$ cat config.mk
export PLATFORM = sky130hd
export DESIGN_NAME = forwarder
export DESIGN_NICKNAME = d
export VERILOG_FILES = /design/src/rtl/switch_pkg.sv /design/src/rtl/forwarder.sv
export SDC_FILE = /design/constraint.sdc
export NUM_CORES = 1
export LEC_CHECK = 0
export BUFFER_PORTS_ARGS = -buffer_cell sky130_fd_sc_hd__buf_4
export CAP_MARGIN = 10
export CORE_MARGIN = 2
export CORE_UTILIZATION = 48
export DETAILED_ROUTE_END_ITERATION = 8
export PLACE_DENSITY = 0.88
export SLEW_MARGIN = 20
export SYNTH_ARGS = -nofsm -noshare
export SYNTH_HDL_FRONTEND = slang
export SYNTH_SLANG_ARGS = --single-unit
$ cat constraint.sdc
create_clock -name sys_clk -period 4.9 [get_ports sys_clk]
set_input_delay 0.245 -clock sys_clk [delete_from_list [all_inputs] [get_ports sys_clk]]
set_output_delay 0.245 -clock sys_clk [all_outputs]
set_load 0.05 [all_outputs]
$ cat src/rtl/switch_pkg.sv
// Single sys_clk domain; queue words carry bit 8 set on frame data and clear on the closing word
package switch_pkg;

  localparam int NPORT = 4;

  typedef logic [1:0] port_idx_t;
  typedef logic [7:0] byte_t;
  typedef logic [8:0] phy_word_t;
  typedef logic [47:0] mac_t;

  // Destination MAC only, first byte on the wire is the top byte
  localparam int MAC_BYTES = 6;

  localparam int FLOW_ENTRIES = 4;
  typedef logic [1:0] flow_idx_t;

  localparam int MAX_FRAME_BYTES = 64;
  localparam int QUEUE_DEPTH = 128;
  typedef logic [7:0] q_count_t;

  localparam int IFG_CYCLES = 8;

  typedef enum logic [1:0] {
    IDLE,
    SEND,
    GAP
  } mix_state_t;

  // Nearest requester after last, wrapping; last itself ranks lowest
  function automatic port_idx_t rr_next(logic [NPORT-1:0] reqs, port_idx_t last);
    port_idx_t cand;
    port_idx_t win;
    win = last;
    for (int k = NPORT; k >= 1; k--) begin
      cand = last + port_idx_t'(k);
      if (reqs[cand]) begin
        win = cand;
      end
    end
    return win;
  endfunction

endpackage

$ cat src/rtl/forwarder.sv
// Frames shorter than MAC_BYTES and lookup misses are popped and discarded without any write
`timescale 1ns/1ps

module forwarder import switch_pkg::*; (
  input  logic             sys_clk,
  input  logic             rst_n,
  input  phy_word_t        rx_dout,
  input  logic             rx_empty,
  output logic             rx_rd_en,
  output logic             lookup_req,
  output mac_t             lookup_mac,
  input  logic             lookup_ack,
  input  logic             lookup_hit,
  input  port_idx_t        lookup_port,
  output phy_word_t        tx_din,
  output logic [NPORT-1:0] tx_wr_en,
  input  logic [NPORT-1:0] tx_full
);

  typedef enum logic [2:0] {
    F_HDR,
    F_LOOK,
    F_REPLAY,
    F_BODY,
    F_DROP
  } fwd_state_t;

  localparam logic [2:0] LAST_HDR = 3'(MAC_BYTES - 1);
  localparam int MAC_MSB = $bits(mac_t) - 1;

  fwd_state_t state;
  logic [2:0] hdr_cnt;
  port_idx_t  out_port;
  logic       rx_data;
  logic       can_write;
  logic       wr_go;

  assign rx_data   = rx_dout[8];
  assign can_write = !tx_full[out_port];

  always_comb begin
    rx_rd_en = 1'b0;
    wr_go    = 1'b0;
    tx_din   = rx_dout;
    case (state)
      F_HDR, F_DROP: begin
        rx_rd_en = !rx_empty;
      end
      F_REPLAY: begin
        wr_go  = can_write;
        tx_din = {1'b1, lookup_mac[MAC_MSB -: 8]};
      end
      F_BODY: begin
        wr_go    = can_write && !rx_empty;
        rx_rd_en = wr_go;
      end
      default: ;
    endcase
  end

  always_comb begin
    tx_wr_en           = '0;
    tx_wr_en[out_port] = wr_go;
  end

  always_ff @(posedge sys_clk or negedge rst_n) begin
    if (!rst_n) begin
      state      <= F_HDR;
      hdr_cnt    <= '0;
      out_port   <= '0;
      lookup_req <= 1'b0;
    end else begin
      case (state)
        F_HDR: begin
          if (rx_rd_en) begin
            if (!rx_data) begin
              // Short frame ends here
              hdr_cnt <= '0;
            end else if (hdr_cnt == LAST_HDR) begin
              hdr_cnt    <= '0;
              lookup_req <= !lookup_ack;
              state      <= F_LOOK;
            end else begin
              hdr_cnt <= hdr_cnt + 1'b1;
            end
          end
        end
        F_LOOK: begin
          if (lookup_req && lookup_ack) begin
            lookup_req <= 1'b0;
            out_port   <= lookup_port;
            state      <= lookup_hit ? F_REPLAY : F_DROP;
          end else if (!lookup_req && !lookup_ack) begin
            lookup_req <= 1'b1;
          end
        end
        F_REPLAY: begin
          if (wr_go) begin
            if (hdr_cnt == LAST_HDR) begin
              hdr_cnt <= '0;
              state   <= F_BODY;
            end else begin
              hdr_cnt <= hdr_cnt + 1'b1;
            end
          end
        end
        F_BODY, F_DROP: begin
          if (rx_rd_en && !rx_data) begin
            state <= F_HDR;
          end
        end
        default: state <= F_HDR;
      endcase
    end
  end

  // Header shifts in on capture and back out on replay
  always_ff @(posedge sys_clk) begin
    if (state == F_HDR && rx_rd_en) begin
      lookup_mac <= {lookup_mac[MAC_MSB-8:0], rx_dout[7:0]};
    end else if (state == F_REPLAY && wr_go) begin
      lookup_mac <= lookup_mac << 8;
    end
  end

endmodule

## Yosys cells after proc, flatten, opt, wreduce, memory -nomap -nowiden

Index checks and enable logic that the tools add are counted.

| operators by class | value |
|---|---|
| add/sub/neg operators | 1 |
| $lt $le $gt $ge | 2 |
| equality and inequality tests | 13 |
| multiplexer cells | 29 |
| bitwise logic cells | 1 |
| reduce and logical (&&, ||, !) cells | 22 |

Operators with widths:

| cell | number |
|---|---|
| $mux W48 | 2 |
| $mux W3 | 12 |
| $ne A2 B2 Y1 const B | 7 |
| $pmux W3 S4 | 1 |
| $mux W9 | 1 |
| $logic_and A1 B1 Y1 | 7 |
| $mux W1 | 7 |
| $reduce_and A7 Y1 | 1 |
| $eq A3 B2 Y1 const B | 2 |
| $eq A3 B3 Y1 const B | 2 |
| $pmux W1 S2 | 3 |
| $pmux W3 S2 | 1 |
| $reduce_bool A2 Y1 | 3 |
| $logic_not A1 Y1 | 5 |
| $reduce_and A5 Y1 | 1 |
| $and A4 B4 Y4 | 1 |
| $reduce_or A2 Y1 | 2 |
| $add A3 B1 Y3 const B | 1 |
| $eq A3 B1 Y1 const B | 1 |
| $logic_not A3 Y1 | 1 |
| $lt A2 B3 Y1 const B | 1 |
| $ne A3 B3 Y1 const B | 1 |
| $reduce_and A3 Y1 | 1 |
| $bmux W1 S2 | 1 |
| 3 further kinds | 3 |

| word-level totals | value |
|---|---|
| register bits after elaboration | 57 |
| input port bits | 20 |
| output and inout bits | 63 |
| logic and storage cells | 73 |

## Depth between registers and ports, before layout

Gate-level depths: netlist of the first run.

| depth | value |
|---|---|
| depth after elaboration | 8 |
| mapped depth | 6 |
| mapped depth without buffers | 5 |

## Worst setup path after synthesis of the first run

OpenSTA, ideal clock, no wires.

| path | value |
|---|---|
| path kind | reg-to-reg |
| from | register out_port[0] |
| to | register hdr_cnt[2] |
| setup time | 67 ps |
| data arrival time | 3441 ps |
| data required time | 4833 ps |
| setup slack | 1392 ps |
| stages on the path, launching flop included | 5 |
| path buffers | 0 |
| clock period less this slack | 3508 ps |
| cell sequence | dfrtp_1 > mux4_2 > a2111oi_4 > nor3b_2 > a32o_1 |

| between the ends | value |
|---|---|
| longest elaborated chain between the ends | 7 |
| elaborated cells between the ends (all ways) | 9 |
| classes of those cells | 2 x eq/ne; 4 x mux; 3 x reduce/logical |

Ends and longest elaborated chain:

| what | line | source |
|---|---|---|
| start, declared | forwarder.sv:33 | `port_idx_t out_port;` |
| start signal, assigned | forwarder.sv:91 | `out_port <= lookup_port;` |
| $bmux W1 S2 (*) | forwarder.sv:39 | `assign can_write = !tx_full[out_port];` |
| $mux W1 (implied by the code) (*) | forwarder.sv:39 |  |
| $logic_not A1 Y1 (*) | forwarder.sv:39 |  |
| $logic_and A1 B1 Y1 | forwarder.sv:54 | `wr_go = can_write && !rx_empty;` |
| $pmux W1 S2 | forwarder.sv:45 | `case (state)` |
| $ne A2 B2 Y1 (no line) | - |  |
| $reduce_and A3 Y1 (no line) (*) | - |  |
| end signal, assigned | forwarder.sv:84 | `hdr_cnt <= hdr_cnt + 1'b1;` |
| end signal, assigned | forwarder.sv:103 | `hdr_cnt <= hdr_cnt + 1'b1;` |
| end, declared | forwarder.sv:32 | `logic [2:0] hdr_cnt;` |

Every way passes the cells marked *; elsewhere a longest branch is shown, timed or not. The select of a mux whose other input is x is not followed.
A chain may end at the register's enable or synchronous reset.

## Final worst setup path of the first run

| path | value |
|---|---|
| from | register state[1] |
| to | output tx_din[7] |

| between the ends | value |
|---|---|
| longest elaborated chain between the ends | 2 |

Ends and longest elaborated chain:

| what | line | source |
|---|---|---|
| start, declared | forwarder.sv:31 | `fwd_state_t state;` |
| start signal, assigned | forwarder.sv:92 | `state <= lookup_hit ? F_REPLAY : F_DROP;` |
| $eq A3 B2 Y1 | forwarder.sv:45 |  |
| $mux W9 | forwarder.sv:45 |  |
| end, declared | forwarder.sv:15 | `output phy_word_t tx_din,` |

No other way between the ends.

==> impl_results.md, run 1 <==
* H-tree levels at 3
* Clock buffer count from CTS at 9
* Placed insts at 263
* Largest net degree at the start of global routing at 52
* Port Buffers at 82
* R2R Setup Slk at 2.35 ns
* Routed len/inst at 16.7 µm
* Crit-path max FO at 11
* Die area at 5190 µm²
* Min cycle time layout at 2.58 ns
* Clk buf depth at 2
* R2R depth at 5
* Cts repair resizes at 0
* Remaining global-route overflow at 0
* DR WL met2 at 2170 µm
* Pre-CTS setup slack at 2.36 ns
* Mapped cell area at 2220 µm²
* Area grow syn2layout at 42.8%
* Final worst slack at 2.32 ns
* Slew @ Worst Pin at 0.914 ns
* GP Congestion at 0.758
* Post-CTS Setup Bufs at 0
* First-pass DRT Iterations at 4
* Max cap viols at 0
* All-Layer GR Usage at 0.188
* Mapped Nets at 152
* Type of origin of the critical path: flop
* Met1 WL at 1990 µm
* Row count at 24
* Top Metal Used: met4
* Average size of a mapped cell at 17.0 µm²
* Post-Layout Cell Count at 280
* Core area at 4410 µm²
* RSZ-0062 raised after global routing: false
* Clock slew at reported path FFs at 0.06 ns
* Crit-path cells: nor3b_2 -> mux2_2 -> buf_4
* Antenna violations before repair at 0
* Vias post-DR at 1,482
* CTS tree: yes
* Vias per cell at 5.29
* Worst skew pair latency at 0.32 ns
* Vias in the first global route at 1,401
* Post-route setup TNS at 0 ns
* Final Hold Viols at 0
* Post-DP HPWL at 3340 µm
* Hold crit path type: in2reg
* Crit path DAT at 2.33 ns
* Ports at 83
* Hold slack final at 0.133 ns
* FF-to-FF Start: out_port[0]$_DFFE_PN0P_
* Clk sinks at 57
* CTS Hold Bufs at 1
* Share of cells above drive strength 1 at 0.509
* Post-synthesis sequential area ratio at 0.750
* Max incr delay on CP at 0.82 ns
* Hold EP: state[1]$_DFFE_PN0P_
* Worst EP required at 4.66 ns
* Yosys reg bits at 57
* Root buffer selected by CTS: clkbuf_8
* Fmax at 388 MHz
* Crit end category: output pin
* Hold Path Origin: lookup_hit
* Met3 WL at 466 µm
* Die Y at 72.1 µm
* DRC Markers at 0
* Slew Limit Fails at 0
* Status: finished clean
* Synth warn at 0
* First DRT Iteration DRCs at 121
* Crit Path Class: reg2out
* First-pass GRT wire length at 7210 µm
* Routed wire length at 4670 µm
* Clk_skew at 0.00608 ns
* ANT cells at 0
* Worst path slowest cell: nor3b_2
* Final #Nets at 244
* Hold path cells at 3
* Starting Density at 0.504
* Gate Count Post-Synth at 131
* Die width at 72.1 µm
* Final cycle utilization of the critical path at 0.526
* Netlist cell types at 30
* Worst r2r dst: hdr_cnt[2]$_DFFE_PN0P_
* Final setup viols at 0
* Worst slew margin at 0.388
* DRT antenna net count at 0
-- sequential cells by signal, summed over array words and instances (netlist names) --
| register | count |
|---|---|
| lookup_mac | 48 |
| hdr_cnt | 3 |
| state | 3 |
| out_port | 2 |
| lookup_req | 1 |
-- logic make-up (layout without fill, tap and decap cells) --
logic type | count (synthesis) | in the layout | share of synthesized area
AO/OA/AOI/OAI | 14 | 14 | 0.0552
adder cells (fa/ha/maj) | 1 | 1 | 0.00563
buffers and inverters | 7 | 104 | 0.0124
flip-flops | 57 | 57 | 0.750
multiplexers | 14 | 14 | 0.0754
AND/OR/NAND/NOR | 38 | 38 | 0.102
-- worst max-delay path, delay by kind of cell, from the launching register on --
kind	cells	cell delay [ns]
buffers and inverters	1	0.19
flip-flops	1	0.58
multiplexers	1	0.42
AND/OR/NAND/NOR	1	0.82
-- through the flow --
step           utilization  cell area, µm²
4_1_cts              0.719            3180
5_1_grt              0.719            3180
2_1_floorplan            -            2220
3_5_place_dp         0.659            2910
3_3_place_gp         0.659            2910
6_report             0.719            3180
-- cell usage after synthesis (all sizes together) --
library cell   n  share of area
o31ai          3          0.010
o21ai          3         0.0068
a211oi         1         0.0034
nand2          4         0.0068
a31oi          1         0.0028
a22o           1         0.0039
ha             1         0.0056
and3           2         0.0056
mux4           1          0.010
dfrtp          9           0.10
buf            1         0.0022
mux2          12          0.061
mux2i          1         0.0045
nand3b         1         0.0034
edfxtp        48           0.65
nor4           1         0.0028
nor3b          4          0.016
clkbuf         3         0.0051
a32o           3          0.014
nor2           8          0.014
and3b          2         0.0079
a21oi          1         0.0022
or2            1         0.0028
and2           9          0.025
nor4b          1         0.0039
inv            3         0.0051
a2111oi        1          0.012
nor2b          5          0.014
-- layout make-up --
type | instances | area, µm²
clock buffer | 10 | 128
clock inverter | 6 | 130
fill | 290 | 1240
inverter | 3 | 11.3
multi-input combinational | 67 | 534
sequential | 57 | 1670
tap | 52 | 65.1
timing repair buffer | 85 | 641
-- placed cells by master, fill, tap and decap left out, types with 3 or more instances in the layout --
cell type	synthesis	layout
nor2b_1	5	5
o31ai_1	3	3
bufinv_16	0	4
buf_4	0	84
and2_1	9	9
dfrtp_1	9	9
inv_1	3	3
nor2_1	8	8
edfxtp_1	48	48
mux2_2	12	12
clkbuf_8	0	9
nand2_1	4	4
a32o_1	3	3
-- metal layers --
layer	up-vias	GRT usage
li1	686	-
met1	710	0.264
met2	79	0.275
met3	7	0.0611
met4	0	0.0755
met5	-	0
-- worst max path at each step --
stage	to	start	slack (ns)	cells after the start
after global routing	hdr_cnt[2]$_DFFE_PN0P_	out_port[0]$_DFFE_PN0P_	2.18	5
after floorplan	hdr_cnt[2]$_DFFE_PN0P_	out_port[0]$_DFFE_PN0P_	1.39	4
after detailed placement	hdr_cnt[1]$_DFFE_PN0P_	out_port[0]$_DFFE_PN0P_	2.36	5
final	tx_din[7]	state[1]$_DFFE_PN0P_	2.32	3
after global placement	hdr_cnt[1]$_DFFE_PN0P_	out_port[0]$_DFFE_PN0P_	2.47	5
after CTS	tx_din[7]	state[1]$_DFFE_PN0P_	2.30	3
Power of run 1 is not shown: default switching activity piles up to over one toggle a cycle in this logic, so the estimate is an artifact.
==> run 2: changes to the inputs <==
==> constraint.sdc (replaced) <==
create_clock -name sys_clk -period 2.62 [get_ports sys_clk]
set_input_delay 0.131 -clock sys_clk [delete_from_list [all_inputs] [get_ports sys_clk]]
set_output_delay 0.131 -clock sys_clk [all_outputs]
set_load 0.05 [all_outputs]
==> run 2 against run 1 <==
  * Cell area down 0.32%
  * Die area unchanged
  * Global-route usage up 0.56 points
  * Final cell count up 0.36%
  * Register-to-register slack worse by 1.9 ns
  * Wire length up 2.3%
  * Non-clock buffer count up 1
  * Critical endpoint is now hdr_cnt[2]$_DFFE_PN0P_
  * Highest routed layer unchanged
==> impl_results.md, run 2 (synthesized netlist as in run 1, its figures left out) <==
* Status: finished clean
* Clock buffer count from CTS at 9
* Remaining global-route overflow at 0
* Critical path origin: out_port[0]$_DFFE_PN0P_
* Routed len/inst at 17.0 µm
* First DRT Iteration DRCs at 107
* Largest Register: lookup_mac
* Hold crit path type: in2reg
* Crit Path Class: reg2reg
* R2R depth at 5
* Worst skew pair latency at 0.32 ns
* Antenna violations before repair at 0
* Clk buf depth at 2
* Worst EP required at 2.88 ns
* Fillers at 306
* Largest register FFs at 48
* Clock slew at reported path FFs at 0.06 ns
* Ports at 83
* Final worst slack at 0.424 ns
* Crit path DAT at 2.46 ns
* Hold Path Origin: lookup_hit
* Port Buffers at 82
* Type of origin of the critical path: flop
* RSZ-0062 raised after global routing: false
* Commonest non-fill, non-tap cell in the layout: buf_4
* Final cycle utilization of the critical path at 0.838
* DRC Markers at 0
* Slew Limit Fails at 0
* Core area at 4410 µm²
* Starting Density at 0.504
* Die area at 5190 µm²
* Crit-path max FO at 21
* GP Congestion at 0.791
* Largest regs: lookup_mac: 48 flops, hdr_cnt: 3 flops, state: 3 flops
* Die width at 72.1 µm
* Row count at 24
* Slew @ Worst Pin at 0.631 ns
* Die Y at 72.1 µm
* Fmax at 455 MHz
* CTS tree: yes
* Post-DP HPWL at 3350 µm
* Vias post-DR at 1,479
* Vias in the first global route at 1,416
* Min cycle time layout at 2.20 ns
* Worst slew margin at 0.576
* First-pass DRT Iterations at 4
* First-pass GRT wire length at 7270 µm
* Hold path cells at 3
* H-tree levels at 3
* DRT antenna net count at 0
* Area grow syn2layout at 42.4%
* Post-CTS Setup Bufs at 0
* All-Layer GR Usage at 0.194
* Final #Nets at 245
* Max cap viols at 0
* FF-to-FF Start: out_port[0]$_DFFE_PN0P_
* Clk_skew at 0.00776 ns
* Root buffer selected by CTS: clkbuf_8
* Share of cells above drive strength 1 at 0.511
* Pre-CTS setup slack at 0.442 ns
* Final Hold Viols at 0
* Routed wire length at 4780 µm
* Hold slack final at 0.0331 ns
* Final setup viols at 0
* Vias per cell at 5.26
* Most frequent cells in the layout: buf_4 (85), edfxtp_1 (48), mux2_2 (12)
* Largest net degree at the start of global routing at 31
* Crit end category: flop
* Clk sinks at 57
* ANT cells at 0
run 2: repair_timing:
item / in CTS / in global routing
resized for setup: 0 / 0
hold buffers: 1 / 0
hold endpoints to repair: 9 / 0
run 2: stage by stage:
step	util	cell area (µm²)	cells	TNS (ns)
after CTS	0.717	3170	281	0
after global placement	0.662	2920	264	0
final	0.717	3170	281	0
after detailed placement	0.662	2920	264	0
after global routing	0.717	3170	281	0
after floorplan	-	2220	131	-31.05
run 2: cell type report:
cell class | count | area [µm²] | share of cell area
Multi-Input combinational cell | 67 | 541 | 0.171
Clock inverter | 6 | 106 | 0.0336
Clock buffer | 10 | 128 | 0.0403
Timing Repair Buffer | 86 | 648 | 0.205
Inverter | 3 | 11.3 | 0.00356
Sequential cell | 57 | 1670 | 0.526
Tap cell | 52 | 65.1 | 0.0206
run 2: metal layers:
layer / vias up / global-route usage / routed length [µm]
met3: 7 / 0.0639 / 368
met4: 0 / 0.0818 / 64
met2: 68 / 0.305 / 2400
met5: - / 0 / 0
met1: 721 / 0.249 / 1950
li1: 683 / - / -
run 2: worst paths after layout:
kind / end / slack [ns]
worst max-delay path: hdr_cnt[2]$_DFFE_PN0P_ / 0.42
worst min-delay path: state[1]$_DFFE_PN0P_ / 0.03
worst max register to register: hdr_cnt[2]$_DFFE_PN0P_ / 0.42
worst min register to register: lookup_mac[42]$_DFFE_PP_ / 0.45
max in group asynchronous: hdr_cnt[1]$_DFFE_PN0P_ / 2.30
min in group asynchronous: lookup_req$_DFFE_PN0P_ / 0.17
run 2: critical path, cell delays in order, from the launching register on:
cell,delay (ns)
dfrtp_1,0.43
mux4_2,0.58
a2111oi_4,0.34
buf_4,0.33
nor3b_2,0.26
a32o_1,0.19
Power of run 2 is left out for the same reason.
==> run 3: changes to the inputs <==
--- a/config.mk
+++ b/config.mk
@@ -8,9 +8,9 @@
 export BUFFER_PORTS_ARGS = -buffer_cell sky130_fd_sc_hd__buf_4
 export CAP_MARGIN = 10
 export CORE_MARGIN = 2
-export CORE_UTILIZATION = 48
+export CORE_UTILIZATION = 44
 export DETAILED_ROUTE_END_ITERATION = 8
-export PLACE_DENSITY = 0.88
+export PLACE_DENSITY = 0.85
 export SLEW_MARGIN = 20
 export SYNTH_ARGS = -nofsm -noshare
 export SYNTH_HDL_FRONTEND = slang
==> constraint.sdc (replaced) <==
create_clock -name sys_clk -period 1.9 [get_ports sys_clk]
set_input_delay 0.095 -clock sys_clk [delete_from_list [all_inputs] [get_ports sys_clk]]
set_output_delay 0.095 -clock sys_clk [all_outputs]
set_load 0.05 [all_outputs]
==> run 3 against run 2 <==
  * Final cell count increased by 12%
  * Non-clock buffer count up 18
  * Via count is 5.1% higher
  * Count of clock-buffer cells in the layout is the same
  * Worst setup slack worse by 0.60 ns
  * Global-route usage fell by 0.86 points
  * The run now ends with setup timing left
  * Critical path depth is the same
  * Hold slack better by 0.025 ns
  * First-iteration DRC count down 42%
  * Fmax is 5.9% higher
  * Flip-flop and latch count unchanged
  * Wire length up 12%
  * Critical endpoint is now lookup_mac[41]$_DFFE_PP_
==> impl_results.md, run 3 (synthesized netlist as in run 1, its figures left out) <==
* Worst slew margin at 0.702
* Routed wire length at 5340 µm
* Clock buffer count from CTS at 9
* Largest Register: lookup_mac
* Remaining global-route overflow at 0
* Worst skew pair latency at 0.33 ns
* Max incr delay on CP at 0.56 ns
* Post-DP HPWL at 3320 µm
* Clk buf depth at 2
* Post-layout util at 0.730
* Routed len/inst at 17.0 µm
* Die Y at 75.1 µm
* ANT cells at 0
* Most frequent cells in the layout: buf_4 (77), edfxtp_1 (48), buf_6 (13)
* Finished Cell Area at 3490 µm²
* CTS tree: yes
* Area grow syn2layout at 57.1%
* GP Congestion at 0.848
* Share of cells above drive strength 1 at 0.543
* Met1 WL at 2180 µm
* Area after DPL at 3040 µm²
* Ports at 83
* RSZ-0062 raised after global routing: true
* Final cycle utilization of the critical path at 1.09
* Hold crit path type: in2reg
* Largest net degree at the start of global routing at 18
* Vias per cell at 4.95
* Root buffer selected by CTS: clkbuf_8
* Top Metal Used: met4
* First-pass DRT Iterations at 6
* First DRT Iteration DRCs at 62
* Min cycle time layout at 2.07 ns
* Placed insts at 286
* Final setup viols at 48
* First-pass GRT wire length at 7240 µm
* Starting Density at 0.465
* H-tree levels at 3
* Largest regs: lookup_mac: 48 flops, hdr_cnt: 3 flops, state: 3 flops
* Vias in the first global route at 1,421
* Type of origin of the critical path: flop
* Crit path DAT at 2.11 ns
* Commonest non-fill, non-tap cell in the layout: buf_4
* DRT antenna net count at 0
* Hold Path Origin: rx_dout[6]
* Crit-path max FO at 8
* Max cap viols at 0
* Status: finished with violations
* Largest register FFs at 48
* Crit Path Class: reg2reg
* Core area at 4790 µm²
* FF-to-FF Start: out_port[0]$_DFFE_PN0P_
* Post-Layout Cell Count at 314
* DR WL met2 at 2910 µm
* Final Hold Viols at 0
* Failing checks: setup timing
* Fmax at 483 MHz
* Met3 WL at 203 µm
* Critical path origin: out_port[0]$_DFFE_PN0P_
* Die area at 5640 µm²
* DRC Markers at 0
* Clock slew at reported path FFs at 0.07 ns
* Pre-CTS setup slack at -0.0356 ns
* Final worst slack at -0.172 ns
* Port Buffers at 82
* Crit-path cells: mux4_2 -> a2111oi_4 -> buf_6 -> buf_12 -> clkbuf_16
* Die width at 75.1 µm
* Row count at 25
* Antenna violations before repair at 0
* Clk_skew at 0.0105 ns
* Slew Limit Fails at 0
* Worst EP required at 1.94 ns
* Slew @ Worst Pin at 0.445 ns
* Crit end category: flop
* Fillers at 292
* Clk sinks at 57
* Worst path slowest cell: mux4_2
* Final #Nets at 263
* Vias post-DR at 1,555
* All-Layer GR Usage at 0.185
==> run 3: cell types whose count changed in the layout (fill, tap and decap cells not counted), sizes merged <==
cell / change
buf: +11
clkbuf: +4
dlygate4sd3: +3
bufinv: -2
clkinv: +2
==> run 3: worst max-delay path, delay by kind of cell, from the launching register on <==
family | cells | cell delay, ns
mux | 1 | 0.56
flops | 1 | 0.37
compound gates | 1 | 0.35
buf+inv | 3 | 0.50
==> run 3: what timing repair did <==
action	4_1_cts	5_1_grt
gates cloned	1	4
endpoints found under the setup margin	55	63
buffers inserted	4	2
pin swaps	2	1
hold buffers	4	0
endpoints found under the hold margin	12	0
resized for setup	14	12
==> run 3: final cells by class <==
| type | count | area, µm² | area share |
|---|---|---|---|
| Timing Repair Buffer | 104 | 980 | 0.281 |
| Inverter | 3 | 11.3 | 0.00322 |
| Multi-Input combinational cell | 67 | 564 | 0.162 |
| Clock inverter | 6 | 58.8 | 0.0168 |
| Tap cell | 67 | 83.8 | 0.0240 |
| Clock buffer | 10 | 128 | 0.0365 |
| Sequential cell | 57 | 1670 | 0.477 |
==> run 3: metal layers <==
metal | GRT usage | vias to the layer above
met4 | 0.0853 | 0
met1 | 0.225 | 786
met5 | 0 | -
met2 | 0.298 | 42
met3 | 0.0656 | 4
li1 | - | 723
==> run 3: path summary, 6_finish.rpt <==
path	slack, ns	cells past startpoint	endpoint
setup / recovery	-0.17	5	lookup_mac[41]$_DFFE_PP_
hold / removal	0.06	2	lookup_mac[6]$_SDFFCE_PN0P_
setup reg to reg	-0.17	5	lookup_mac[41]$_DFFE_PP_
hold reg to reg	0.45	0	lookup_mac[47]$_DFFE_PP_
max in group asynchronous	1.61	2	hdr_cnt[2]$_DFFE_PN0P_
min in group asynchronous	0.13	2	lookup_req$_DFFE_PN0P_
==> run 3: stage by stage <==
stage / setup TNS [ns] / hold slack [ns]
6_report: -5.41 / 0.0579
5_1_grt: -7.60 / 0.0440
4_1_cts: -4.21 / 0.0506
3_5_place_dp: -1.40 / -0.0703
3_3_place_gp: 0 / -0.0706
2_1_floorplan: -68.48 / -0.201
Power of run 3 is left out for the same reason.
