`src/rtl/switch_pkg.sv`:
```
// Single sys_clk domain; queue words carry bit 8 set on frame data and clear on the closing word
package switch_pkg;

  localparam int NPORT = 4;

  typedef logic [1:0] port_idx_t;
  typedef logic [7:0] byte_t;
  typedef logic [8:0] phy_word_t;
  typedef logic [47:0] mac_t;

  // Destination MAC only, first byte on the wire is the top byte
  localparam int MAC_BYTES = 6;

  localparam int FLOW_ENTRIES = 4;
  typedef logic [1:0] flow_idx_t;

  localparam int MAX_FRAME_BYTES = 64;
  localparam int QUEUE_DEPTH = 128;
  typedef logic [7:0] q_count_t;

  localparam int IFG_CYCLES = 8;

  typedef enum logic [1:0] {
    IDLE,
    SEND,
    GAP
  } mix_state_t;

  // Nearest requester after last, wrapping; last itself ranks lowest
  function automatic port_idx_t rr_next(logic [NPORT-1:0] reqs, port_idx_t last);
    port_idx_t cand;
    port_idx_t win;
    win = last;
    for (int k = NPORT; k >= 1; k--) begin
      cand = last + port_idx_t'(k);
      if (reqs[cand]) begin
        win = cand;
      end
    end
    return win;
  endfunction

endpackage

```
`src/rtl/flow_table.sv`:
```
// One lookup in flight at a time; the lowest valid matching entry wins, all entries invalid after reset
`timescale 1ns/1ps

module flow_table import switch_pkg::*; (
  input  logic                  sys_clk,
  input  logic                  rst_n,
  input  logic                  tbl_wr_en,
  input  flow_idx_t             tbl_wr_idx,
  input  mac_t                  tbl_wr_mac,
  input  port_idx_t             tbl_wr_port,
  input  logic [NPORT-1:0]      lookup_req,
  input  mac_t [NPORT-1:0]      lookup_mac,
  output logic [NPORT-1:0]      lookup_ack,
  output logic [NPORT-1:0]      lookup_hit,
  output port_idx_t [NPORT-1:0] lookup_port
);

  typedef enum logic [1:0] {
    T_IDLE,
    T_LOOK,
    T_HOLD
  } tbl_state_t;

  mac_t                    ent_mac  [FLOW_ENTRIES];
  port_idx_t               ent_port [FLOW_ENTRIES];
  logic [FLOW_ENTRIES-1:0] ent_valid;

  tbl_state_t       state;
  port_idx_t        grant;
  logic [NPORT-1:0] pending;
  logic             match_hit;
  port_idx_t        match_port;

  assign pending = lookup_req & ~lookup_ack;

  // --------------------------------------------------
  // Table storage
  // --------------------------------------------------
  always_ff @(posedge sys_clk or negedge rst_n) begin
    if (!rst_n) begin
      ent_valid <= '0;
    end else if (tbl_wr_en) begin
      ent_valid[tbl_wr_idx] <= 1'b1;
    end
  end

  always_ff @(posedge sys_clk) begin
    if (tbl_wr_en) begin
      ent_mac[tbl_wr_idx]  <= tbl_wr_mac;
      ent_port[tbl_wr_idx] <= tbl_wr_port;
    end
  end

  // Scan downwards so the lowest index ends up winning
  always_comb begin
    match_hit  = 1'b0;
    match_port = '0;
    for (int e = FLOW_ENTRIES - 1; e >= 0; e--) begin
      if (ent_valid[e] && ent_mac[e] == lookup_mac[grant]) begin
        match_hit  = 1'b1;
        match_port = ent_port[e];
      end
    end
  end

  // --------------------------------------------------
  // Arbiter and four-phase return
  // --------------------------------------------------
  always_ff @(posedge sys_clk or negedge rst_n) begin
    if (!rst_n) begin
      state      <= T_IDLE;
      grant      <= port_idx_t'(NPORT - 1);
      lookup_ack <= '0;
    end else begin
      case (state)
        T_IDLE: begin
          if (|pending) begin
            grant <= rr_next(pending, grant);
            state <= T_LOOK;
          end
        end
        T_LOOK: begin
          lookup_ack[grant] <= 1'b1;
          state             <= T_HOLD;
        end
        T_HOLD: begin
          if (!lookup_req[grant]) begin
            lookup_ack[grant] <= 1'b0;
            if (|pending) begin
              grant <= rr_next(pending, grant);
              state <= T_LOOK;
            end else begin
              state <= T_IDLE;
            end
          end
        end
        default: state <= T_IDLE;
      endcase
    end
  end

  always_ff @(posedge sys_clk) begin
    if (state == T_LOOK) begin
      lookup_hit[grant]  <= match_hit;
      lookup_port[grant] <= match_port;
    end
  end

endmodule

```
`config.mk`:
```
export PLATFORM = sky130hd
export DESIGN_NAME = flow_table
export DESIGN_NICKNAME = d
export VERILOG_FILES = /design/src/rtl/switch_pkg.sv /design/src/rtl/flow_table.sv
export SDC_FILE = /design/constraint.sdc
export NUM_CORES = 1
export LEC_CHECK = 0
export BUFFER_PORTS_ARGS = -buffer_cell sky130_fd_sc_hd__clkbuf_2
export CAP_MARGIN = 0
export CORE_ASPECT_RATIO = 1.75
export CORE_UTILIZATION = 50
export DETAILED_ROUTE_END_ITERATION = 7
export GPL_TIMING_DRIVEN = 0
export PLACE_DENSITY = 0.77
export SYNTH_ARGS = -nofsm -noshare
export SYNTH_HDL_FRONTEND = slang
export SYNTH_SLANG_ARGS = --single-unit
```
`constraint.sdc`:
```
create_clock -name sys_clk -period 3.6 [get_ports sys_clk]
set_clock_uncertainty 0.1 [all_clocks]
set_input_delay 0.54 -clock sys_clk [delete_from_list [all_inputs] [get_ports sys_clk]]
set_output_delay 0.54 -clock sys_clk [all_outputs]
set_load 0.05 [all_outputs]
```
==> Word level (Yosys, flattened, before mapping) <==
Memory sizes are Yosys's and may differ from the RTL's.
Index checks and enable logic that the tools add are counted.
{ "totals": {"latchBits": 0, "ramBits": 200, "mem_count": 2, "input_bits": 251, "word_cells": 88, "out_inout_bits": 16, "rom_bits": 0, "ff_bits": 24} }
{ "memory_table": {"columns": ["name", "depth", "width", "rd", "rd_clocked_by_memory_dff", "write_ports", "line", "rtl"], "rows": [
  ["ent_mac", 4, 48, 4, 0, 1, "flow_table.sv:24", "mac_t ent_mac [FLOW_ENTRIES];"],
  ["ent_port", 4, 2, 4, 0, 1, "flow_table.sv:25", "port_idx_t ent_port [FLOW_ENTRIES];"]
]} }
{ "classes": {"n_mul": 0, "n_bitwise": 6, "n_mux": 40, "n_addsub": 3, "n_div": 0, "shift": 0, "n_eq_ne": 8, "reduce_logical": 13, "magnitude_cmp": 7} }
{ "ops": {"columns": ["op", "count"], "rows": [
  ["48-bit == test", 4],
  ["48-bit binary-select mux with 2-bit select", 1],
  ["48-bit two-way mux", 1],
  ["2-bit two-way mux", 12],
  ["2-bit by 3-bit less-than comparator with 1-bit output (second input constant)", 5],
  ["1-bit two-way mux", 13],
  ["4-bit AND", 2],
  ["1-bit binary-select mux with 2-bit select", 4],
  ["8-bit bitwise mux", 1],
  ["4-bit inverter", 2],
  ["4-bit bitwise OR", 2],
  ["4-bit one-hot mux with 2 select lines", 1],
  ["1-bit logical AND", 6],
  ["2-bit one-hot mux with 3 select lines", 1],
  ["2-bit AND reduction", 3],
  ["2-bit adder (second input constant)", 2],
  ["4-bit bitwise mux", 1],
  ["1-bit demux with 2-bit select", 2],
  ["2-bit demux with 2-bit select", 1],
  ["2-bit by 1-bit greater-or-equal comparator with 1-bit output (second input constant)", 2],
  ["4-bit two-way mux", 1],
  ["2-bit inequality test (second input constant)", 2],
  ["2-bit one-hot mux with 2 select lines", 1],
  ["2-bit nonzero test", 2],
  ["other kinds (5)", 5]
]} }

==> Depth between registers and ports, before layout <==
Gate-level depths: netlist of the first run.
{ "depth": {"ltp_word": 10, "ltp_mapped": 14, "ltp_nobuf": 8} }

==> Worst setup path after synthesis of the first run <==
OpenSTA, ideal clock, no wires.
{ "synth_path": {"kind": "input -> register", "start": "in tbl_wr_idx[1]", "end": "reg ent_valid[0]", "setup_time_ns": 0.087, "slack_ns": -1.306, "path_buffers": 0, "required_ns": 3.413, "stages": 2, "t_arrival_ns": 4.719, "cell_sequence": "nor3b_1 or2_2"} }
{ "synth_via": {"elab_chain_len": 5, "elab_cells_between_ends": 6, "cone_classes": "order compare: 2; mux: 2; bitwise: 1; reduce/logical: 1"} }
{ "synth_lines": {"columns": ["element", "line", "rtl"], "rows": [
  ["start: declaration", "flow_table.sv:8", "input flow_idx_t tbl_wr_idx,"],
  ["2-bit by 3-bit less-than comparator with 1-bit output (not written as such) / 2-bit by 1-bit greater-or-equal comparator with 1-bit output (equally long branches)", "flow_table.sv:43", "ent_valid[tbl_wr_idx] <= 1'b1;"],
  ["1-bit logical AND (not written as such)", "flow_table.sv:43", null],
  ["1-bit two-way mux (not written as such)", "flow_table.sv:43", null],
  ["1-bit demux with 2-bit select *", "flow_table.sv:43", null],
  ["4-bit bitwise OR (no source line) *", null, null],
  ["end signal: assignment", "flow_table.sv:41", "ent_valid <= '0;"],
  ["end signal: indexed assignment", "flow_table.sv:43", null],
  ["end: declaration", "flow_table.sv:26", "logic [FLOW_ENTRIES-1:0] ent_valid;"]
]} }
Mark *: on every way between the ends. The rest lies on a longest branch, timed or not.
A chain may end at the register's enable or synchronous reset.

==> Worst setup path after layout of the first run <==
{ "layout_path": {"start": "reg grant[0]", "end": "reg lookup_port[6] (netlist bit), data pin"} }
{ "layout_via": {"elab_chain_len": 9, "elab_cells_between_ends": 20, "cone_classes": "order compare: 2; eq/ne: 4; mux: 9; reduce/logical: 5"} }
{ "layout_lines": {"columns": ["element", "line", "rtl"], "rows": [
  ["start: declaration", "flow_table.sv:29", "port_idx_t grant;"],
  ["start signal: assignment", "flow_table.sv:72", "grant <= port_idx_t'(NPORT - 1);"],
  ["start signal: assignment", "flow_table.sv:78", "grant <= rr_next(pending, grant);"],
  ["start signal: assignment", "flow_table.sv:90", "grant <= rr_next(pending, grant);"],
  ["48-bit binary-select mux with 2-bit select *", "flow_table.sv:59", "if (ent_valid[e] && ent_mac[e] == lookup_mac[grant]) begin"],
  ["48-bit two-way mux (not written as such) *", "flow_table.sv:59", null],
  ["48-bit == test", "flow_table.sv:59", null],
  ["1-bit logical AND", "flow_table.sv:59", null],
  ["2-bit two-way mux (3 in series)", "flow_table.sv:59", null],
  ["2-bit two-way mux *", "flow_table.sv:59", null],
  ["net match_port[0]", "flow_table.sv:32", "port_idx_t match_port;"],
  ["8-bit bitwise mux *", "flow_table.sv:105", "lookup_port[grant] <= match_port;"],
  ["end signal: indexed assignment", "flow_table.sv:105", null],
  ["end: declaration", "flow_table.sv:15", "output port_idx_t [NPORT-1:0] lookup_port"]
]} }
Mark *: on every way through the listed nets, which the timed path passes. The rest lies on a longest branch. The select of a mux whose other input is x is not followed.

==> metrics, run 1 <==
reg-to-reg endpoint lookup_port[6]$_DFFE_PP_; row cnt 75; FILL cells 1876; commonest non-fill, non-tap cell in the layout clkbuf_2; Die Footprint 0.02528 mm^2; Cells after Synth 896; die height 209.6 um; Startpoint Class flop; Critical Path Source grant[0]$_DFFE_PN1P_; vias per std cell 6.462; H-tree Lvls 1; drt wl/cell 32.93 um; Mapped Avg Cell Area 13.74 um^2; met3 Usage GRT 5.924%; P_leak 5.887 nW; Max-slew headroom 37.14%; fmax 234.5 MHz; Initial Utilization 51.06%; Pre-Repair DR Iteration Count 5; first-pass GRT wire length 69970 um; maximum vdd drop 565.8 uV; pwr/cell area 763.1 mW/mm^2; # port buffers 266; worst slack, placed -2249 ps; Num CTS Buffers 21; violated checks setup timing; Longest Clk Path Bufs 3; Arrival @ worst endpoint 4430 ps; Crit. End Element flop; worst min-delay path category input port to flop; Worst-Skew Late Latency 540 ps; launching point of the worst reg2reg path grant[0]$_DFFE_PN1P_; DP HPWL 39150 um; most frequent cells in the layout clkbuf_2, edfxtp_1, xnor2_1; GRT Max-Usage Layer met2; vias in the first global route 10.26k; Pwr Total 0.01181 W; CP delay by family, top simple AND/OR/NAND/NOR gates; number of flops mapped to enable cells by yosys 212; Final ANT Viol Nets 0; post-synthesis cell area 0.01231 mm^2; share of cells above drive strength 1 37.42%; FF-to-FF setup slack -670 ps; required time of the worst setup path 3770 ps; Root Buffer clkbuf_16; max_cap viols 0; Post-route DRC 0; Hold Path Stages 1; Final Core Density 64.16%; kind of critical path flop to flop; initial antenna violation count 1; crit share post-route 118.5%; Mapped Nets 1155; grt met2 use 70.61%; final setup vio count 12; Critical Path Fanout Max 7; via count 9952; sequential area share after synthesis 54.16%; largest net degree at the start of global routing 52; GPL Wtd Cong 1.029; M1 GR Usage 43.47%; Hold EP ent_mac[3][44]$_DFFE_PP_; worst-case reg-to-reg path depth 12; Min-Delay Startpoint tbl_wr_mac[44]; warnings from Yosys 0; Yosys cell types 68; P&R area growth vs syn 25.66%; drt total wl 50710 um; Top FF cell, synth edfxtp_1; number of antenna diodes 0; status finished, violations left; flops & latches, synth 224; post-route setup TNS -6611 ps; Worst Slack Setup Final -665.1 ps; core area 0.02412 mm^2; final hold vios 0; CP max-delay cell mux4_2; cells along the critical path buf_12 -> buf_16 -> buf_16 -> mux4_2 -> xnor2_4 -> nand4_1 -> a211oi_2 -> nand4_1 -> nor4_4 -> buf_6 -> or3b_1 -> o311a_4; asr flop ratio synth 5.357%; RSZ-0062 raised after global routing yes; nets@finish 1477; Final Critical Period 4265 ps; CP max stage delay 570 ps; Ports 267; Final Max Slew Viols 0; GR Util All Layers 40.70%; Initial DRC Count 928; Buf/Inv on CP 4; Worst-Margin Slew 934.9 ps; chip width 120.6 um; CTS sink count 224; Reg clk slew, reported paths 70 ps; TritonCTS clock tree done; grt total ovfl 0
## metal layers
metal	routed length, um	part of all wire [%]
met5	0	0
met4	5131	10
met3	3703	7.3
met2	25560	50
met1	16320	32
## cells by family after synthesis
kind of cell	count (synthesis)	share of synthesized area, %
flip-flops	224	54.16
AND/OR/NAND/NOR	166	7.449
AO/OA/AOI/OAI	165	9.400
XOR/XNOR	151	10.74
multiplexers	135	14.92
buffers and inverters	47	2.520
adder cells (fa/ha/maj)	8	0.8130
## power breakdown
part           leakage (nW)  total (W)  switching, W  internal (W)
Sequential             2.07    0.00321      0.000142       0.00307
Combinational          3.52    0.00643       0.00396       0.00247
Clock                 0.300    0.00216       0.00101       0.00115
## Yosys cell counts, types with 17 or more instances
master    number  area share (%)
a21oi_1       26             1.1
edfxtp_1     212              52
inv_1         17            0.52
mux2i_1       85             6.9
mux4_2        35             6.4
nand2_1       32            0.98
nand4_1       27             1.4
nor2_1        30            0.91
o21ai_0       29             1.2
o22ai_1       18            0.91
xnor2_1       98             7.0
xor2_1        53             3.8
## per-stage QoR
stage / hold slack [ps] / area (um^2) / instances
floorplan: 144.4 / 12320 / 896
global placement: 338.9 / 14030 / 1470
detailed placement: 348.2 / 14140 / 1475
CTS: 109.6 / 15300 / 1538
global route: 120.1 / 15470 / 1540
finish: 116.5 / 15470 / 1540
## sequential cells by signal, indices dropped and copies added, names as in the netlist, named ones only
name and count:
ent_mac 192, ent_port 8, ent_valid 4, grant 2, lookup_hit 4, lookup_port 8
state 2
## timing repair
| action | CTS | global route |
|---|---|---|
| hold endpoints to repair | 10 | 0 |
| hold buffers | 1 | 0 |
| resized for setup | 62 | 27 |
| setup endpoints to repair | 15 | 14 |
| buffers inserted | 25 | 2 |
| pin swaps | 11 | 7 |
## how the worst max path moves through the flow
stage / end / slack (ps) / depth (start not counted)
after CTS: lookup_port[7]$_DFFE_PP_ / -680 / 12
after global routing: lookup_port[5]$_DFFE_PP_ / -650 / 12
final: lookup_port[6]$_DFFE_PP_ / -670 / 12
after floorplan: lookup_port[0]$_DFFE_PP_ / 170 / 9
after detailed placement: lookup_port[4]$_DFFE_PP_ / -2250 / 11
after global placement: lookup_port[4]$_DFFE_PP_ / -2240 / 11
## final cells by class
cell class | count | area (um^2) | share of cell area (%)
Multi-Input combinational cell | 625 | 5709 | 36.90
Buffer | 29 | 374.1 | 2.418
Sequential cell | 224 | 6669 | 43.10
Clock inverter | 10 | 83.83 | 0.5418
Inverter | 18 | 70.07 | 0.4529
Tap cell | 308 | 385.4 | 2.491
Clock buffer | 27 | 548.0 | 3.542
Timing Repair Buffer | 299 | 1633 | 10.55
Power figures use the tool's default switching activity.
==> run 2: changes to the inputs <==
--- a/config.mk
+++ b/config.mk
@@ -12,6 +12,8 @@
 export DETAILED_ROUTE_END_ITERATION = 7
 export GPL_TIMING_DRIVEN = 0
 export PLACE_DENSITY = 0.77
+export RECOVER_POWER = 25
+export REMOVE_ABC_BUFFERS = 1
 export SYNTH_ARGS = -nofsm -noshare
 export SYNTH_HDL_FRONTEND = slang
 export SYNTH_SLANG_ARGS = --single-unit
==> metrics, run 2 (synthesis gave the netlist of run 1 again) <==
status finished, violations left; violated checks setup timing; Root Buffer clkbuf_16; maximum vdd drop 472.5 uV (-16%); vias in the first global route 9885 (-3.7%); FILL cells 1676 (-11%); Pre-Repair DR Iteration Count 5 (unchanged); vias per std cell 6.385 (-1.2%); DP HPWL 31260 um (-20%); max_cap viols 0 (unchanged); chip width 120.6 um (unchanged); core area 0.02412 mm^2 (unchanged); Final Max Slew Viols 0 (unchanged); Switch Pwr 0.005033 W (-1.5%); max FFs per register 192 (unchanged); Comb pwr share 55.7% (+1.2 points); grt total ovfl 0 (unchanged); commonest non-fill, non-tap cell in the layout clkbuf_2; Pwr Total 0.01276 W (+8.0%); Startpoint Class flop; fmax 258.4 MHz (+10%); worst min-delay path category input port to flop; Die Footprint 0.02528 mm^2 (unchanged); GR Util All Layers 35.63% (-5.1 points); nets@finish 1503 (+1.8%); largest reg by FF count ent_mac; Initial DRC Count 1053 (+13%); Num CTS Buffers 21 (unchanged); GPL Wtd Cong 0.9640 (-6.3%); Longest Clk Path Bufs 3 (unchanged); P_leak 6.163 nW (+4.7%); CTS sink count 224 (unchanged); cells along the critical path buf_12 -> buf_4 -> mux4_2 -> xor2_1 -> nor4_2 -> nand4_1 -> nor4_4 -> or3b_1 -> o311a_1; die height 209.6 um (unchanged); first-pass GRT wire length 63670 um (-9.0%); Arrival @ worst endpoint 4010 ps (-420 ps); most frequent cells in the layout clkbuf_2, edfxtp_1, xnor2_1; Worst-Margin Slew 940.1 ps (+5.117 ps); Worst-Skew Late Latency 500 ps (-40 ps); H-tree Lvls 1 (unchanged); Max-slew headroom 37.18% (+0.043 points); Worst Slack Setup Final -270.4 ps (+394.7 ps); Largest regs ent_mac: 192 flops, ent_port: 8 flops, lookup_port: 8 flops; TritonCTS clock tree done; kind of critical path flop to flop; Initial Utilization 51.06% (unchanged); Reg clk slew, reported paths 70 ps (about the same); Sequential Power Share 25.3% (-1.9 points); largest net degree at the start of global routing 48 (-7.7%); share of cells above drive strength 1 39.90% (+2.5 points); drt wl/cell 29.08 um (-12%); drt total wl 45580 um (-10%); RSZ-0062 raised after global routing yes; pwr/cell area 775.2 mW/mm^2 (+1.6%); initial antenna violation count 1 (unchanged); CP max-delay cell dfstp_4; Ports 267 (unchanged); Clk pwr share 18.9% (+0.6 points); final hold vios 0 (unchanged); worst slack, placed -1507 ps (+742.2 ps); Crit. End Element flop; Final Critical Period 3870 ps (-394.7 ps); FF-to-FF setup slack -270 ps (+390 ps); via count 10.01k (+0.53%); Internal Power 0.007722 W (+15%); final setup vio count 8 (-4); sw frac 39.46% (-3.8 points); Final ANT Viol Nets 0 (unchanged); required time of the worst setup path 3740 ps (-30 ps); Critical Path Fanout Max 11 (+4); P&R area growth vs syn 33.63%; crit share post-route 107.5% (-11 points); row cnt 75 (unchanged); CP max stage delay 700 ps (+130 ps); # port buffers 266 (unchanged); Hold WS 176.2 ps (+59.73 ps); Post-route DRC 0 (unchanged)
## run 2: cell types whose count changed in the layout (fill, tap and decap cells not counted), sizes merged
cell    change
bufbuf      +4
diode       +1
buf        +25
bufinv      +3
clkinv      -3
clkbuf      -3
## run 2: area by class of cell
| cell class | count | area (um^2) | area share, % |
|---|---|---|---|
| timing repair buffer | 354 | 2459 | 14.94 |
| inverter | 18 | 75.07 | 0.4562 |
| clock buffer | 27 | 588.1 | 3.574 |
| multi-input combinational | 625 | 6108 | 37.12 |
| sequential | 224 | 6676 | 40.57 |
| tap | 308 | 385.4 | 2.342 |
| clock inverter | 10 | 160.2 | 0.9733 |
| antenna | 1 | 2.502 | 0.01521 |
## run 2: per-stage QoR
stage / setup TNS (ps) / util [%] / area, um^2 / std cells
final: -2058 / 68.23 / 16450 / 1567
after global routing: -2149 / 68.23 / 16450 / 1567
after CTS: -1314 / 66.32 / 16000 / 1539
after detailed placement: -17800 / 57.98 / 13980 / 1451
after global placement: -344470 / 57.18 / 13790 / 1441
after floorplan: -86400 / - / 12070 / 867
## run 2: final timing paths
kind / from / to / depth (start not counted)
setup / recovery: grant[0]$_DFFE_PN1P_ / lookup_port[6]$_DFFE_PP_ / 9
hold / removal: tbl_wr_mac[37] / ent_mac[0][37]$_DFFE_PP_ / 1
setup reg to reg: grant[0]$_DFFE_PN1P_ / lookup_port[6]$_DFFE_PP_ / 9
hold reg to reg: ent_valid[2]$_DFFE_PN0P_ / ent_valid[2]$_DFFE_PN0P_ / 1
max in group asynchronous: rst_n / grant[0]$_DFFE_PN1P_ / 2
min in group asynchronous: rst_n / ent_valid[0]$_DFFE_PN0P_ / 2
## run 2: metal layers
layer | vias up | part of all wire, % | global-route usage (%)
met2 | 686 | 52 | 63.77
met4 | 0 | 8.2 | 22.95
met5 | - | 0 | 0
met3 | 175 | 7.5 | 4.837
met1 | 4901 | 32 | 39.08
li1 | 4243 | - | -
## run 2: power groups by stage
stage                     Combinational (W)  Sequential [W]  Clock [W]
final                               0.00711         0.00323    0.00242
after global routing                0.00736         0.00325    0.00250
after CTS                           0.00642         0.00324    0.00241
after detailed placement            0.00474         0.00348          0
after global placement              0.00446         0.00380          0
after floorplan                     0.00285         0.00380          0
## run 2: what timing repair did
item | in CTS | in global routing
pin swaps | 18 | 11
resized for setup | 97 | 42
gates cloned | 9 | 2
setup buffers | 41 | 25
endpoints found under the hold margin | 10 | 0
endpoints found under the setup margin | 12 | 12
hold buffers | 1 | 0
## run 2: worst max-delay path, delay by kind of cell (launching register included)
kind | cells | cell delay [ps]
buffers and inverters | 2 | 300
AND/OR/NAND/NOR | 4 | 1490
AO/OA/AOI/OAI | 1 | 180
XOR/XNOR | 1 | 210
multiplexers | 1 | 630
flip-flops | 1 | 700
==> run 3: changes to the inputs <==
--- a/config.mk
+++ b/config.mk
@@ -11,9 +11,11 @@
 export CORE_UTILIZATION = 50
 export DETAILED_ROUTE_END_ITERATION = 7
 export GPL_TIMING_DRIVEN = 0
+export MAX_ROUTING_LAYER = met4
 export PLACE_DENSITY = 0.77
 export RECOVER_POWER = 25
 export REMOVE_ABC_BUFFERS = 1
 export SYNTH_ARGS = -nofsm -noshare
 export SYNTH_HDL_FRONTEND = slang
 export SYNTH_SLANG_ARGS = --single-unit
+export TNS_END_PERCENT = 1
==> metrics, run 3 (synthesis gave the netlist of run 1 again) <==
status finished, violations left; violated checks setup timing; final setup vio count 12 (+4); nets@finish 1491 (-0.80%); Pwr Total 0.01233 W (-3.3%); FILL cells 1778 (+6.1%); number of antenna diodes 0 (-1); Buf/Inv on CP 2 (unchanged); vias per std cell 6.308 (-1.2%); Critical Path Fanout Max 7 (-4); Max-slew headroom 39.36% (+2.2 points); Longest Clk Path Bufs 3 (unchanged); most frequent CP cell nand4_1; Startpoint Class flop; initial antenna violation count 0 (-1); pwr/cell area 767.4 mW/mm^2 (-1.0%); DR top layer met4; Worst-Margin Slew 905.7 ps (-34.37 ps); drt total wl 43990 um (-3.5%); worst slack, placed -1594 ps (-87.36 ps); final hold vios 0 (unchanged); DP HPWL 31920 um (+2.1%); # port buffers 266 (unchanged); Arrival @ worst endpoint 4070 ps (+60 ps); kind of critical path flop to flop; chip width 120.6 um (unchanged); die height 209.6 um (unchanged); row cnt 75 (unchanged); RSZ-0062 raised after global routing yes; Switch Pwr 0.004888 W (-2.9%); Internal Power 0.007442 W (-3.6%); Worst-Skew Late Latency 520 ps (+20 ps); Ports 267 (unchanged); max FFs per register 192 (unchanged); Detail Route met3 WL 2969 um (-14%); Worst Slack Setup Final -316.8 ps (-46.38 ps); metal2 WL 22820 um (-3.7%); drt wl/cell 28.27 um (-2.8%); CP max-delay cell dfstp_4; max_cap viols 0 (unchanged); Clk pwr share 20.4% (+1.5 points); Sequential Power Share 26.2% (+0.9 points); Root Buffer clkbuf_16; Pre-Repair DR Iteration Count 5 (unchanged); share of cells above drive strength 1 37.42% (-2.5 points); P_leak 6.083 nW (-1.3%); maximum vdd drop 489.5 uV (+3.6%); Largest regs ent_mac: 192 flops, ent_port: 8 flops, lookup_port: 8 flops; first-pass GRT wire length 62500 um (-1.8%); core area 0.02412 mm^2 (unchanged); Initial DRC Count 855 (-19%); Comb pwr share 53.5% (-2.2 points); commonest non-fill, non-tap cell in the layout clkbuf_2; Reg clk slew, reported paths 70 ps (about the same); Die Footprint 0.02528 mm^2 (unchanged); largest net degree at the start of global routing 48 (unchanged); sw frac 39.64% (+0.19 points); GPL Wtd Cong 1.026 (+6.4%); Final ANT Viol Nets 0 (unchanged); Final Max Slew Viols 0 (unchanged); H-tree Lvls 1 (unchanged); CP max stage delay 680 ps (-20 ps); GR Util All Layers 36.07% (+0.45 points); largest reg by FF count ent_mac; grt total ovfl 0 (unchanged); fmax 255.3 MHz (-1.2%); Num CTS Buffers 22 (+4.8%); CP delay by family, top simple AND/OR/NAND/NOR gates; P&R area growth vs syn 30.49%; Crit. End Element flop; Initial Utilization 51.06% (unchanged); cells along the critical path buf_12 -> buf_16 -> mux4_2 -> xnor2_2 -> nand4_1 -> a211oi_2 -> nand4_1 -> nor4_4 -> or3b_1 -> o311a_1; routed metal-1 wire length 14410 um (-1.8%); worst min-delay path category input port to flop; via count 9815 (-1.9%); required time of the worst setup path 3750 ps (about the same); most frequent cells in the layout clkbuf_2, edfxtp_1, xnor2_1; Final Critical Period 3917 ps (+46.38 ps); vias in the first global route 9891 (+0.061%); Post-route DRC 0 (unchanged); TritonCTS clock tree done; crit share post-route 108.8% (+1.3 points); CTS sink count 224 (unchanged)
run 3: what timing repair did:
item                                   in CTS  in global routing
setup endpoints to repair                  12                 12
hold buffers                                1                  0
cloned                                      7                  0
setup buffers                              42                 15
pin swaps                                  19                 13
gates resized for setup                    91                 12
endpoints found under the hold margin      10                  0
run 3: final timing paths:
check / from / endpoint / slack (ps) / cells past startpoint
min in group asynchronous: rst_n / asynchronous set/reset pin / 380 / 2
setup reg to reg: grant[0]$_DFFE_PN1P_ / lookup_port[6]$_DFFE_PP_ / -320 / 10
hold / removal: tbl_wr_mac[25] / ent_mac[3][25]$_DFFE_PP_ / 160 / 1
max in group asynchronous: rst_n / grant[1]$_DFFE_PN1P_ / 2700 / 2
setup / recovery: grant[0]$_DFFE_PN1P_ / lookup_port[6]$_DFFE_PP_ / -320 / 10
hold reg to reg: ent_valid[3]$_DFFE_PN0P_ / ent_valid[3]$_DFFE_PN0P_ / 370 / 1
run 3: final cells by class:
class | count | area [um^2] | area share [%]
sequential | 224 | 6676 | 41.55
tap | 308 | 385.4 | 2.398
clock buffer | 23 | 575.6 | 3.582
multi-input combinational | 625 | 5927 | 36.89
inverter | 18 | 72.57 | 0.4516
clock inverter | 17 | 211.5 | 1.316
timing repair buffer | 341 | 2220 | 13.81
run 3: per-stage QoR:
stage          cells  instance area, um^2  TNS (ps)  hold WS (ps)  util (%)
5_1_grt         1556                16070     -4039         181.5     66.63
4_1_cts         1542                15960     -1918         138.6     66.16
3_3_place_gp    1441                13790   -353900         350.9     57.18
3_5_place_dp    1452                14000    -18820         355.9     58.06
2_1_floorplan    867                12070    -86400         144.4         -
6_report        1556                16070     -3233         160.6     66.63
run 3: per-layer routing:
layer | vias to the layer above | global-route usage, %
met4 | 0 | 25.50
met3 | 184 | 3.451
met2 | 612 | 61.85
li1 | 4213 | -
met5 | - | -
met1 | 4806 | 38.80
run 3: power groups by stage:
stage	combinational (W)	clock (W)	sequential, W
2_1_floorplan	0.00285	0	0.00380
3_3_place_gp	0.00447	0	0.00380
3_5_place_dp	0.00481	0	0.00345
4_1_cts	0.00633	0.00250	0.00322
5_1_grt	0.00683	0.00260	0.00324
6_report	0.00659	0.00251	0.00323
